$ cat src/store_iq_defs.svh
`ifndef STORE_IQ_DEFS_SVH
`define STORE_IQ_DEFS_SVH

// entries held by each bank, and the width of a slot index into it
`define SIQ_DEPTH 8
`define SIQ_IDX_W 3

// physical register number width, shared by rs1, rs2 and the wakeup tags
`define SIQ_PREG_W 6

// ROB index width, not counting the wrap bit
`define SIQ_ROB_W 5

// store queue index width
`define SIQ_SQ_W 4

// store address offset carried with the address half
`define SIQ_IMM_W 12

// integer wakeup ports broadcast to both banks
`define SIQ_WAKEUP_PORTS 2

`endif

$ cat src/store_iq_pkg.sv
`include "store_iq_defs.svh"

package store_iq_pkg;

    typedef enum logic [1:0] {
        sb = 2'd0,
        sh = 2'd1,
        sw = 2'd2
    } memop_e;

    // access size handed to the store queue
    typedef enum logic [1:0] {
        size_byte = 2'd0,
        size_half = 2'd1,
        size_word = 2'd2
    } store_size_e;

    typedef struct packed {
        logic                  dir;
        logic [`SIQ_ROB_W-1:0] idx;
    } rob_idx_t;

    typedef struct packed {
        logic                   en;
        rob_idx_t               rob_idx;
        logic [`SIQ_PREG_W-1:0] rs1;
        logic                   rs1_ready;
        logic [`SIQ_PREG_W-1:0] rs2;
        logic                   rs2_ready;
        logic [`SIQ_SQ_W-1:0]   sq_idx;
        memop_e                 memop;
        logic [`SIQ_IMM_W-1:0]  imm;
    } dispatch_t;

    typedef struct packed {
        logic [`SIQ_WAKEUP_PORTS-1:0]                  en;
        logic [`SIQ_WAKEUP_PORTS-1:0][`SIQ_PREG_W-1:0] rd;
    } wakeup_t;

    typedef struct packed {
        logic     valid;
        rob_idx_t rob_idx;
    } redirect_t;

    typedef struct packed {
        logic                   valid;
        rob_idx_t               rob_idx;
        logic [`SIQ_PREG_W-1:0] rs1;
        logic [`SIQ_IMM_W-1:0]  imm;
        logic [`SIQ_SQ_W-1:0]   sq_idx;
        store_size_e            size;
    } addr_issue_t;

    typedef struct packed {
        logic                   valid;
        rob_idx_t               rob_idx;
        logic [`SIQ_PREG_W-1:0] rs2;
        logic [`SIQ_SQ_W-1:0]   sq_idx;
        store_size_e            size;
    } data_issue_t;

    // a is strictly older than b; a differing wrap bit flips the index order
    function automatic logic is_older(rob_idx_t a, rob_idx_t b);
        return (a.dir ^ b.dir) ^ (a.idx < b.idx);
    endfunction

    function automatic store_size_e memop_size(memop_e op);
        case (op)
            sw:      return size_word;
            sh:      return size_half;
            default: return size_byte;
        endcase
    endfunction

endpackage

$ cat src/store_addr_bank.sv
`timescale 1ns/1ns
`include "store_iq_defs.svh"

module store_addr_bank (
    input  logic                      clk,
    input  logic                      rst,
    input  logic                      alloc_i,
    input  store_iq_pkg::dispatch_t   dis_i,
    input  store_iq_pkg::wakeup_t     wakeup_i,
    input  store_iq_pkg::redirect_t   redirect_i,
    output logic                      full_o,
    output store_iq_pkg::addr_issue_t cand_o
);

    typedef struct packed {
        store_iq_pkg::rob_idx_t    rob_idx;
        logic [`SIQ_PREG_W-1:0]    rs1;
        logic [`SIQ_IMM_W-1:0]     imm;
        logic [`SIQ_SQ_W-1:0]      sq_idx;
        store_iq_pkg::store_size_e size;
    } entry_t;

    entry_t [`SIQ_DEPTH-1:0] ent_q;
    logic   [`SIQ_DEPTH-1:0] valid_q;
    logic   [`SIQ_DEPTH-1:0] rdy_q;

    logic [`SIQ_DEPTH-1:0] ready;
    logic [`SIQ_DEPTH-1:0] wake_hit;
    logic [`SIQ_DEPTH-1:0] keep;
    logic [`SIQ_IDX_W-1:0] free_idx;
    logic [`SIQ_IDX_W-1:0] sel_idx;
    logic                  dis_wake;
    logic                  issue_fire;

    // tag match of every waiting rs1 against both wakeup ports
    always_comb begin
        dis_wake = 1'b0;
        for (int p = 0; p < `SIQ_WAKEUP_PORTS; p++) begin
            if (wakeup_i.en[p] && wakeup_i.rd[p] == dis_i.rs1) begin
                dis_wake = 1'b1;
            end
        end
        for (int i = 0; i < `SIQ_DEPTH; i++) begin
            wake_hit[i] = 1'b0;
            for (int p = 0; p < `SIQ_WAKEUP_PORTS; p++) begin
                if (wakeup_i.en[p] && wakeup_i.rd[p] == ent_q[i].rs1) begin
                    wake_hit[i] = 1'b1;
                end
            end
            keep[i] = store_iq_pkg::is_older(ent_q[i].rob_idx, redirect_i.rob_idx);
        end
    end

    assign ready = valid_q & rdy_q;
    assign full_o = &valid_q;
    assign issue_fire = (|ready) & ~redirect_i.valid;

    // scan from the top so the lowest index wins for both pickers
    always_comb begin
        free_idx = '0;
        sel_idx = '0;
        for (int i = `SIQ_DEPTH - 1; i >= 0; i--) begin
            if (!valid_q[i]) begin
                free_idx = `SIQ_IDX_W'(i);
            end
            if (ready[i]) begin
                sel_idx = `SIQ_IDX_W'(i);
            end
        end
    end

    always_comb begin
        cand_o.valid = issue_fire;
        cand_o.rob_idx = ent_q[sel_idx].rob_idx;
        cand_o.rs1 = ent_q[sel_idx].rs1;
        cand_o.imm = ent_q[sel_idx].imm;
        cand_o.sq_idx = ent_q[sel_idx].sq_idx;
        cand_o.size = ent_q[sel_idx].size;
    end

    always_ff @(posedge clk or posedge rst) begin
        if (rst) begin
            valid_q <= '0;
            rdy_q <= '0;
        end else begin
            for (int i = 0; i < `SIQ_DEPTH; i++) begin
                if (redirect_i.valid) begin
                    // younger stores are squashed, older ones keep waiting
                    valid_q[i] <= valid_q[i] & keep[i];
                end else if (alloc_i && free_idx == `SIQ_IDX_W'(i)) begin
                    valid_q[i] <= 1'b1;
                end else if (issue_fire && sel_idx == `SIQ_IDX_W'(i)) begin
                    valid_q[i] <= 1'b0;
                end
                if (alloc_i && free_idx == `SIQ_IDX_W'(i)) begin
                    rdy_q[i] <= dis_i.rs1_ready | dis_wake;
                end else begin
                    rdy_q[i] <= rdy_q[i] | wake_hit[i];
                end
            end
        end
    end

    always_ff @(posedge clk) begin
        if (alloc_i) begin
            ent_q[free_idx].rob_idx <= dis_i.rob_idx;
            ent_q[free_idx].rs1 <= dis_i.rs1;
            ent_q[free_idx].imm <= dis_i.imm;
            ent_q[free_idx].sq_idx <= dis_i.sq_idx;
            ent_q[free_idx].size <= store_iq_pkg::memop_size(dis_i.memop);
        end
    end

endmodule

$ cat src/store_data_bank.sv
`timescale 1ns/1ns
`include "store_iq_defs.svh"

module store_data_bank (
    input  logic                      clk,
    input  logic                      rst,
    input  logic                      alloc_i,
    input  store_iq_pkg::dispatch_t   dis_i,
    input  store_iq_pkg::wakeup_t     wakeup_i,
    input  store_iq_pkg::redirect_t   redirect_i,
    output logic                      full_o,
    output store_iq_pkg::data_issue_t cand_o
);

    // the data half needs no immediate, only where the data lands
    typedef struct packed {
        store_iq_pkg::rob_idx_t    rob_idx;
        logic [`SIQ_PREG_W-1:0]    rs2;
        logic [`SIQ_SQ_W-1:0]      sq_idx;
        store_iq_pkg::store_size_e size;
    } entry_t;

    entry_t [`SIQ_DEPTH-1:0] ent_q;
    logic   [`SIQ_DEPTH-1:0] valid_q;
    logic   [`SIQ_DEPTH-1:0] rdy_q;

    logic [`SIQ_DEPTH-1:0] ready;
    logic [`SIQ_DEPTH-1:0] wake_hit;
    logic [`SIQ_DEPTH-1:0] keep;
    logic [`SIQ_IDX_W-1:0] free_idx;
    logic [`SIQ_IDX_W-1:0] sel_idx;
    logic                  dis_wake;
    logic                  issue_fire;

    always_comb begin
        dis_wake = 1'b0;
        for (int p = 0; p < `SIQ_WAKEUP_PORTS; p++) begin
            if (wakeup_i.en[p] && wakeup_i.rd[p] == dis_i.rs2) begin
                dis_wake = 1'b1;
            end
        end
        for (int i = 0; i < `SIQ_DEPTH; i++) begin
            wake_hit[i] = 1'b0;
            for (int p = 0; p < `SIQ_WAKEUP_PORTS; p++) begin
                if (wakeup_i.en[p] && wakeup_i.rd[p] == ent_q[i].rs2) begin
                    wake_hit[i] = 1'b1;
                end
            end
            keep[i] = store_iq_pkg::is_older(ent_q[i].rob_idx, redirect_i.rob_idx);
        end
    end

    assign ready = valid_q & rdy_q;
    assign full_o = &valid_q;
    assign issue_fire = (|ready) & ~redirect_i.valid;

    always_comb begin
        free_idx = '0;
        sel_idx = '0;
        for (int i = `SIQ_DEPTH - 1; i >= 0; i--) begin
            if (!valid_q[i]) begin
                free_idx = `SIQ_IDX_W'(i);
            end
            if (ready[i]) begin
                sel_idx = `SIQ_IDX_W'(i);
            end
        end
    end

    always_comb begin
        cand_o.valid = issue_fire;
        cand_o.rob_idx = ent_q[sel_idx].rob_idx;
        cand_o.rs2 = ent_q[sel_idx].rs2;
        cand_o.sq_idx = ent_q[sel_idx].sq_idx;
        cand_o.size = ent_q[sel_idx].size;
    end

    always_ff @(posedge clk or posedge rst) begin
        if (rst) begin
            valid_q <= '0;
            rdy_q <= '0;
        end else begin
            for (int i = 0; i < `SIQ_DEPTH; i++) begin
                if (redirect_i.valid) begin
                    valid_q[i] <= valid_q[i] & keep[i];
                end else if (alloc_i && free_idx == `SIQ_IDX_W'(i)) begin
                    valid_q[i] <= 1'b1;
                end else if (issue_fire && sel_idx == `SIQ_IDX_W'(i)) begin
                    valid_q[i] <= 1'b0;
                end
                // a wakeup in the dispatch cycle must not be lost
                if (alloc_i && free_idx == `SIQ_IDX_W'(i)) begin
                    rdy_q[i] <= dis_i.rs2_ready | dis_wake;
                end else begin
                    rdy_q[i] <= rdy_q[i] | wake_hit[i];
                end
            end
        end
    end

    always_ff @(posedge clk) begin
        if (alloc_i) begin
            ent_q[free_idx].rob_idx <= dis_i.rob_idx;
            ent_q[free_idx].rs2 <= dis_i.rs2;
            ent_q[free_idx].sq_idx <= dis_i.sq_idx;
            ent_q[free_idx].size <= store_iq_pkg::memop_size(dis_i.memop);
        end
    end

endmodule

$ cat src/store_issue_merge.sv
`timescale 1ns/1ns
`include "store_iq_defs.svh"

module store_issue_merge (
    input  logic                      clk,
    input  logic                      rst,
    input  logic                      dis_en_i,
    input  logic                      addr_full_i,
    input  logic                      data_full_i,
    input  store_iq_pkg::redirect_t   redirect_i,
    input  store_iq_pkg::addr_issue_t addr_cand_i,
    input  store_iq_pkg::data_issue_t data_cand_i,
    output logic                      alloc_o,
    output logic                      dis_full_o,
    output store_iq_pkg::addr_issue_t addr_issue_o,
    output store_iq_pkg::data_issue_t data_issue_o
);

    store_iq_pkg::addr_issue_t addr_q;
    store_iq_pkg::data_issue_t data_q;
    logic                      addr_vld_q;
    logic                      data_vld_q;
    logic                      addr_stale;
    logic                      data_stale;

    // both halves go in together, so one full bank stalls dispatch
    assign dis_full_o = addr_full_i | data_full_i | redirect_i.valid;
    assign alloc_o = dis_en_i & ~dis_full_o;

    always_ff @(posedge clk or posedge rst) begin
        if (rst) begin
            addr_vld_q <= 1'b0;
            data_vld_q <= 1'b0;
        end else begin
            addr_vld_q <= addr_cand_i.valid;
            data_vld_q <= data_cand_i.valid;
        end
    end

    always_ff @(posedge clk) begin
        addr_q <= addr_cand_i;
        data_q <= data_cand_i;
    end

    // an issue leaving in the redirect cycle is dropped when it is on the wrong path
    assign addr_stale = redirect_i.valid &
                        ~store_iq_pkg::is_older(addr_q.rob_idx, redirect_i.rob_idx);
    assign data_stale = redirect_i.valid &
                        ~store_iq_pkg::is_older(data_q.rob_idx, redirect_i.rob_idx);

    always_comb begin
        addr_issue_o = addr_q;
        addr_issue_o.valid = addr_vld_q & ~addr_stale;
        data_issue_o = data_q;
        data_issue_o.valid = data_vld_q & ~data_stale;
    end

endmodule

$ cat src/store_issue_queue.sv
`timescale 1ns/1ns
`include "store_iq_defs.svh"

module store_issue_queue (
    input  logic                      clk,
    input  logic                      rst,
    input  store_iq_pkg::dispatch_t   dis_i,
    input  store_iq_pkg::wakeup_t     wakeup_i,
    input  store_iq_pkg::redirect_t   redirect_i,
    output logic                      dis_full_o,
    output store_iq_pkg::addr_issue_t addr_issue_o,
    output store_iq_pkg::data_issue_t data_issue_o
);

    logic                      alloc;
    logic                      addr_full;
    logic                      data_full;
    store_iq_pkg::addr_issue_t addr_cand;
    store_iq_pkg::data_issue_t data_cand;

    store_addr_bank addr_bank_i (
        .clk        (clk),
        .rst        (rst),
        .alloc_i    (alloc),
        .dis_i      (dis_i),
        .wakeup_i   (wakeup_i),
        .redirect_i (redirect_i),
        .full_o     (addr_full),
        .cand_o     (addr_cand)
    );

    store_data_bank data_bank_i (
        .clk        (clk),
        .rst        (rst),
        .alloc_i    (alloc),
        .dis_i      (dis_i),
        .wakeup_i   (wakeup_i),
        .redirect_i (redirect_i),
        .full_o     (data_full),
        .cand_o     (data_cand)
    );

    store_issue_merge merge_i (
        .clk          (clk),
        .rst          (rst),
        .dis_en_i     (dis_i.en),
        .addr_full_i  (addr_full),
        .data_full_i  (data_full),
        .redirect_i   (redirect_i),
        .addr_cand_i  (addr_cand),
        .data_cand_i  (data_cand),
        .alloc_o      (alloc),
        .dis_full_o   (dis_full_o),
        .addr_issue_o (addr_issue_o),
        .data_issue_o (data_issue_o)
    );

endmodule

$ cat config.mk
export PLATFORM = sky130hd
export DESIGN_NAME = store_issue_queue
export DESIGN_NICKNAME = d
export VERILOG_FILES = /design/src/store_iq_pkg.sv /design/src/store_addr_bank.sv /design/src/store_data_bank.sv /design/src/store_issue_merge.sv /design/src/store_issue_queue.sv
export VERILOG_INCLUDE_DIRS = /design/src
export SDC_FILE = /design/constraint.sdc
export NUM_CORES = 1
export LEC_CHECK = 0
export BUFFER_PORTS_ARGS = -buffer_cell sky130_fd_sc_hd__buf_4
export CAP_MARGIN = 0
export CORE_ASPECT_RATIO = 0.8
export CORE_MARGIN = 2
export CORE_UTILIZATION = 45
export CTS_CLUSTER_DIAMETER = 40
export DETAILED_ROUTE_END_ITERATION = 16
export GPL_ROUTABILITY_DRIVEN = 0
export PLACE_DENSITY_LB_ADDON = 0.05
export SKIP_CTS_REPAIR_TIMING = 1
export SLEW_MARGIN = 20
export SYNTH_ARGS = -nofsm -noshare
export SYNTH_HDL_FRONTEND = slang
export SYNTH_SLANG_ARGS = --single-unit
$ cat constraint.sdc
create_clock -name clk -period 3.6 [get_ports clk]
set_clock_uncertainty 0.2 [all_clocks]
set_input_delay 0.54 -clock clk [delete_from_list [all_inputs] [get_ports clk]]
set_output_delay 0.54 -clock clk [all_outputs]
set_load 0.005 [all_outputs]
==> results of run 1 <==
[stage by stage]
stage	hold WS [ps]	utilization (%)	total power [W]
2_1_floorplan	330.1	-	0.007695
3_3_place_gp	371.7	49.20	0.008550
3_5_place_dp	383.1	49.20	0.008571
4_1_cts	-57.87	53.59	0.01502
5_1_grt	4.517	53.83	0.01545
6_report	-32.53	53.84	0.01491
[worst max path at each step]
stage	startpoint	to	slack (ps)	cells past startpoint
2_1_floorplan	addr_bank_i.valid_q[3]	addr_bank_i.ent_q[0]	130	7
3_3_place_gp	redirect_i[1]	addr_issue_o[30]	330	9
3_5_place_dp	redirect_i[1]	addr_issue_o[30]	340	9
4_1_cts	merge_i.addr_issue_o[25]	addr_issue_o[30]	220	7
5_1_grt	merge_i.addr_issue_o[25]	addr_issue_o[30]	150	7
6_report	merge_i.data_issue_o[13]	data_issue_o[18]	300	7
[kinds of logic after synthesis]
| family | count (synthesis) | share of synthesized area [%] |
|---|---|---|
| muxes | 150 | 6.787 |
| buffers and inverters | 110 | 2.733 |
| adders and majority gates | 72 | 3.966 |
| DFF | 466 | 58.75 |
| AOI/OAI and AO/OA | 304 | 10.15 |
| and+or+nand+nor | 336 | 8.093 |
| xor gates and xnor gates | 247 | 9.525 |
[cell usage after synthesis (3+ instances only)]
cell type    n  area share [%]
xnor2_1    131             5.1
clkbuf_1    35            0.58
nor3_1      19            0.42
buf_12       3            0.26
nand2_1     66             1.1
a21oi_1     69             1.5
a22o_1       5            0.19
a21boi_0     5            0.17
buf_6       11            0.55
ha_1        72             4.0
nor2b_1      3           0.083
nor4_1      47             1.3
nor2_2       9            0.25
buf_4        8            0.26
a221oi_2    30             2.0
edfxtp_1   384              51
and2_1       3           0.083
buf_1        7            0.12
a22oi_1      6            0.20
nor2_1      36            0.59
a32oi_1      9            0.35
a31o_2       4            0.15
a221oi_1    11            0.42
or3_1        7            0.19
o221ai_1     5            0.19
and3_1       5            0.14
nand2b_1    25            0.69
dfxtp_1     48             4.2
buf_2       36            0.79
a211oi_1     6            0.20
dfrtp_1     34             3.7
a21o_1      24            0.79
mux2i_1    145             6.4
inv_1        7            0.12
a31oi_1     13            0.36
xor2_1     116             4.5
a311oi_1     3            0.12
nand3_1     50             1.1
nand4_1     48             1.3
o21ai_0     74             1.6
mux4_2       3            0.30
o21a_1       7            0.23
o32ai_1      7            0.27
[power by group through the flow]
stage	combinational (W)	clock, W	sequential, W
floorplan	0.00129	0	0.00640
global placement	0.00207	0	0.00648
detailed placement	0.00208	0	0.00649
CTS	0.00209	0.00655	0.00638
global route	0.00228	0.00676	0.00641
finish	0.00209	0.00643	0.00639
[cell type report]
| type | count | area [um^2] | area share (%) |
|---|---|---|---|
| diodes | 2 | 5.005 | 0.01867 |
| clock buffers | 80 | 1755 | 6.550 |
| clock inverters | 44 | 430.4 | 1.606 |
| repair buffers | 189 | 1549 | 5.779 |
| well taps | 675 | 844.6 | 3.151 |
| inverters | 10 | 38.79 | 0.1447 |
| flip-flops and latches | 466 | 13340 | 49.78 |
| multi-input cells | 1109 | 8836 | 32.97 |
[flip-flops by register name, indices dropped and copies added, names as in the netlist]
| register | flops |
|---|---|
| addr_bank_i.rdy_q | 8 |
| data_bank_i.valid_q | 8 |
| data_bank_i.ent_q | 144 |
| merge_i.addr_vld_q | 1 |
| addr_bank_i.ent_q | 240 |
| merge_i.data_issue_o | 18 |
| merge_i.data_vld_q | 1 |
| merge_i.addr_issue_o | 30 |
| addr_bank_i.valid_q | 8 |
| data_bank_i.rdy_q | 8 |
[cells in the final DEF (no fill, tap or decap), types with 10 or more instances in the layout]
| cell type | instances |
|---|---|
| a21o_1 | 24 |
| a21oi_1 | 69 |
| a221oi_1 | 11 |
| a221oi_2 | 30 |
| a31oi_1 | 13 |
| buf_4 | 169 |
| clkbuf_1 | 10 |
| clkbuf_16 | 67 |
| dfrtp_1 | 34 |
| dfxtp_1 | 48 |
| dlygate4sd3_1 | 12 |
| edfxtp_1 | 384 |
| ha_1 | 72 |
| inv_6 | 14 |
| mux2i_1 | 145 |
| nand2_1 | 66 |
| nand2b_1 | 25 |
| nand3_1 | 50 |
| nand4_1 | 48 |
| nor2_1 | 33 |
| nor3_1 | 18 |
| nor4_1 | 47 |
| o21ai_0 | 72 |
| xnor2_1 | 131 |
| xor2_1 | 116 |
[layer usage]
| layer | global-route usage, % | vias to the layer above | part of all wire, % |
|---|---|---|---|
| li1 | - | 6792 | - |
| met1 | 37.23 | 7356 | 47 |
| met2 | 36.93 | 540 | 43 |
| met3 | 5.388 | 105 | 7.6 |
| met4 | 6.955 | 0 | 2.1 |
| met5 | 0 | - | 0 |
==> out/qor.yml, run 1 <==
synth_nets: 1819
drt_iter0_markers: 1196
required_ps: 2860
switchingPower_w: 0.003966
grt_pass1_vias: 14830
grt_usage_pct: 25.07
final_cells: 2575
start_util_pct: 45.63
firstDrtPassIters: 5
p_sw_share_pct: 26.60
die_area_um2: 52300
critical_path.cell_chain: "ha_1 -> a21o_1 -> a21oi_1 -> o21ai_0 -> xnor2_1 -> a21boi_0 -> buf_4"
n_fill_cell: 4166
max-cap-violations: 0
reg2reg_slack_ps: 370
drc_errors: 0
combPwrFrac_pct: 14.0
syn_area_um2: 22710
crit_family: "compound AO/OA/AOI/OAI gates"
grt_antenna_before_repair: 2
grt_overflow_total: 0
critPathBufInv: 1
syn_to_final_growth_pct: 18.01
synth_ff_type: "edfxtp_1"
ir_drop_mv: 0.3570
cp-start-kind: "flip-flop"
antenna_left: 0
ys_ff_latch: 466
cts_root_buffer: "clkbuf_16"
power.share.clock_pct: 43.1
dp.cells: 2437
whs_ps: -32.53
drive_gt1_share_pct: 19.34
synth-edff-count: 384
r2r_end: "addr_bank_i.ent_q[182]"
failed_checks: "hold timing"
end_kind: "primary output"
finalCritPeriodShare_pct: 91.74
yosysWarnings: 0
status: "complete, but fails checks"
cts.clk_slew.worst_paths_ps: 60
power_density_nw_per_um2: 556.3
leakagePower_nw: 9.738
die_x_um: 255.2
maxSlewHeadroom_pct: 29.86
setup_viol: 0
place_ws_ps: 336.5
rows: 73
cts_tree: "yes"
timing.final.ws_setup_ps: 297.4
worst_slew_pin_slew_ps: 1042
pin_count: 113
r2r_cells: 6
crit_slowest_cell: "o21ai_0"
synthArstFlopShare_pct: 7.296
hold_class: "in2async"
synth_cell_types: 77
grt_setup_unrepaired: "false"
io_buffer_count: 112
cts_max_level: 3
cts_buffer_depth: 3
fmax_mhz: 302.8
place_area_um2: 24490
p_int_w: 0.01094
viasPerCell: 5.745
cp_max_fo: 2
grt_max_degree: 39
cpPeakStageDelay_ps: 460
ys_seq_area_share_pct: 58.75
avgRoutedWirePerCell_um: 24.92
vias: 14790
fin_nets: 1977
core_um2: 49780
drv_slew: 0
dpl.hpwl_um: 42000
worstSkewPairLatency_ps: 600
die_height_um: 204.9
design_area_um2: 26800
postSynthCellCount: 1685
hold_violations: 17
grt_pass1_wl_um: 95590
clock_sinks: 466
setup_tns_ps: 0
fin_crit_ps: 3303
worstPathArrival_ps: 2560
worstSetupPathType: "reg2out"
power_frac_seq_pct: 42.8
synth_area_per_cell_um2: 13.48
cts_buffers: 67
postRouteWirelength_um: 64170
r2r-start: "data_bank_i.valid_q[1]"
Power figures use the tool's default switching activity.
==> inputs of run 2 (changes only) <==
--- a/config.mk
+++ b/config.mk
@@ -14,7 +14,7 @@
 export CTS_CLUSTER_DIAMETER = 40
 export DETAILED_ROUTE_END_ITERATION = 16
 export GPL_ROUTABILITY_DRIVEN = 0
-export PLACE_DENSITY_LB_ADDON = 0.05
+export PLACE_DENSITY = 0.66
 export SKIP_CTS_REPAIR_TIMING = 1
 export SLEW_MARGIN = 20
 export SYNTH_ARGS = -nofsm -noshare
==> out/qor.yml, run 2 (same netlist as run 1, synthesis figures left out) <==
status: "finished clean"
avgRoutedWirePerCell_um: 24.47
layout_commonest_cell: "edfxtp_1"
grt_usage_pct: 24.08
fin_nets: 1967
critical_path.cell_chain: "ha_1 -> a21o_1 -> a21oi_1 -> o21ai_0 -> buf_4 -> xnor2_1 -> a21boi_0 -> buf_4"
drive_gt1_share_pct: 18.59
dpl.hpwl_um: 40130
reg2reg_slack_ps: 670
worstSetupPathType: "reg2out"
grt_pass1_vias: 15360
grt_setup_unrepaired: "false"
largest-register: "addr_bank_i.ent_q"
worstSkewPairLatency_ps: 630
crit_slowest_cell: "dfxtp_1"
cp_max_fo: 2
setup_viol: 0
vias: 15100
p_sw_share_pct: 26.56
leakagePower_nw: 9.632
postRouteWirelength_um: 62610
drc_errors: 0
cts_root_buffer: "clkbuf_16"
final_cell_mix: "384 x edfxtp_1, 163 x buf_4, 145 x mux2i_1, 131 x xnor2_1, 116 x xor2_1"
whs_path_depth: 1
fmax_mhz: 308.8
worst_slew_pin_slew_ps: 877.6
clock_sinks: 466
syn_to_final_growth_pct: 17.06
ir_drop_mv: 0.3364
core_um2: 49780
power_density_nw_per_um2: 539.2
drt_iter0_markers: 1445
cts_max_level: 2
die_x_um: 255.2
finalCritPeriodShare_pct: 89.96
fin_crit_ps: 3239
firstDrtPassIters: 6
power.share.clock_pct: 40.8
cts_tree: "yes"
power_frac_seq_pct: 44.6
cts_buffers: 59
grt_overflow_total: 0
r2r_cells: 6
fin_util_pct: 53.41
setup_tns_ps: 0
required_ps: 2860
die_height_um: 204.9
max-cap-violations: 0
hold_class: "in2reg"
rows: 73
cp-start-kind: "flip-flop"
start_util_pct: 45.63
viasPerCell: 5.899
antenna_left: 0
largest_register_ffs: 240
grt_pass1_wl_um: 93860
combPwrFrac_pct: 14.6
p_int_w: 0.01053
io_buffer_count: 112
maxSlewHeadroom_pct: 41.49
hold_violations: 0
grt_antenna_before_repair: 1
cpPeakStageDelay_ps: 370
cts.clk_slew.worst_paths_ps: 60
drv_slew: 0
end_kind: "primary output"
critPathLaunch: "merge_i.data_issue_o[13]"
hp-start: "dis_i[29]"
die_area_um2: 52300
r2r-start: "data_bank_i.valid_q[0]"
switchingPower_w: 0.003807
worstPathArrival_ps: 2500
cts_buffer_depth: 3
grt_max_degree: 38
pin_count: 113
path_common_cell: "buf_4"
run 2: cell types whose count changed in the layout (fill, tap and decap cells not counted), moves of 2 or more:
| cell | before | now |
|---|---|---|
| clkbuf_16 | 67 | 60 |
| buf_4 | 169 | 163 |
| inv_6 | 14 | 8 |
| clkbuf_8 | 3 | 8 |
| clkinv_1 | 7 | 3 |
| clkinvlp_4 | 7 | 3 |
| clkbuf_1 | 10 | 13 |
| clkinv_4 | 1 | 4 |
| dlygate4sd3_1 | 12 | 15 |
| bufinv_16 | 5 | 3 |
| inv_8 | 3 | 1 |
run 2: cell type report:
type / count / area, um^2
clock inverter: 30 / 307.8
multi-input combinational: 1109 / 8836
inverter: 10 / 38.79
clock buffer: 81 / 1660
sequential: 466 / 13340
timing repair buffer: 187 / 1554
antenna: 1 / 2.502
tap: 675 / 844.6
fill: 4159 / 23190
run 2: final timing paths:
path	endpoint
worst max-delay path	data_issue_o[18]
worst min-delay path	addr_bank_i.ent_q[231]
worst max register to register	addr_bank_i.ent_q[150]
worst min register to register	merge_i.data_issue_o[12]
max in group asynchronous	addr_bank_i.valid_q[6]
min in group asynchronous	data_bank_i.valid_q[0]
run 2: per-layer routing:
layer	up-vias	global-route usage, %	routed length [um]
li1	6762	-	-
met1	7525	34.09	27580
met2	683	37.16	28090
met3	125	5.006	5358
met4	0	7.602	1587
met5	-	0	0
run 2: critical path, delay by kind of cell (launching register included):
family | cells | cell delay [ps]
AO/OA/AOI/OAI | 4 | 770
XOR/XNOR | 1 | 150
adder cells (fa/ha/maj) | 1 | 250
buffers and inverters | 2 | 350
flip-flops | 1 | 370
run 2: power by group through the flow:
stage               Sequential (W)  Combinational [W]  Clock (W)
floorplan                  0.00640            0.00129          0
global placement           0.00649            0.00202          0
detailed placement         0.00650            0.00206          0
CTS                        0.00639            0.00207    0.00592
global route               0.00642            0.00226    0.00614
finish                     0.00639            0.00209    0.00585
run 2: metrics by stage:
step	cell area (um^2)	power, W	setup slack, ps	std cells	hold WS (ps)
after floorplan	22710	0.007695	132.5	1685	330.1
after global placement	24470	0.008517	550.7	2432	372.5
after detailed placement	24470	0.008561	562.6	2432	380.2
after CTS	26430	0.01438	319.1	2543	-140.0
after global routing	26580	0.01483	209.1	2558	5.142
final	26590	0.01433	361.4	2559	5.818
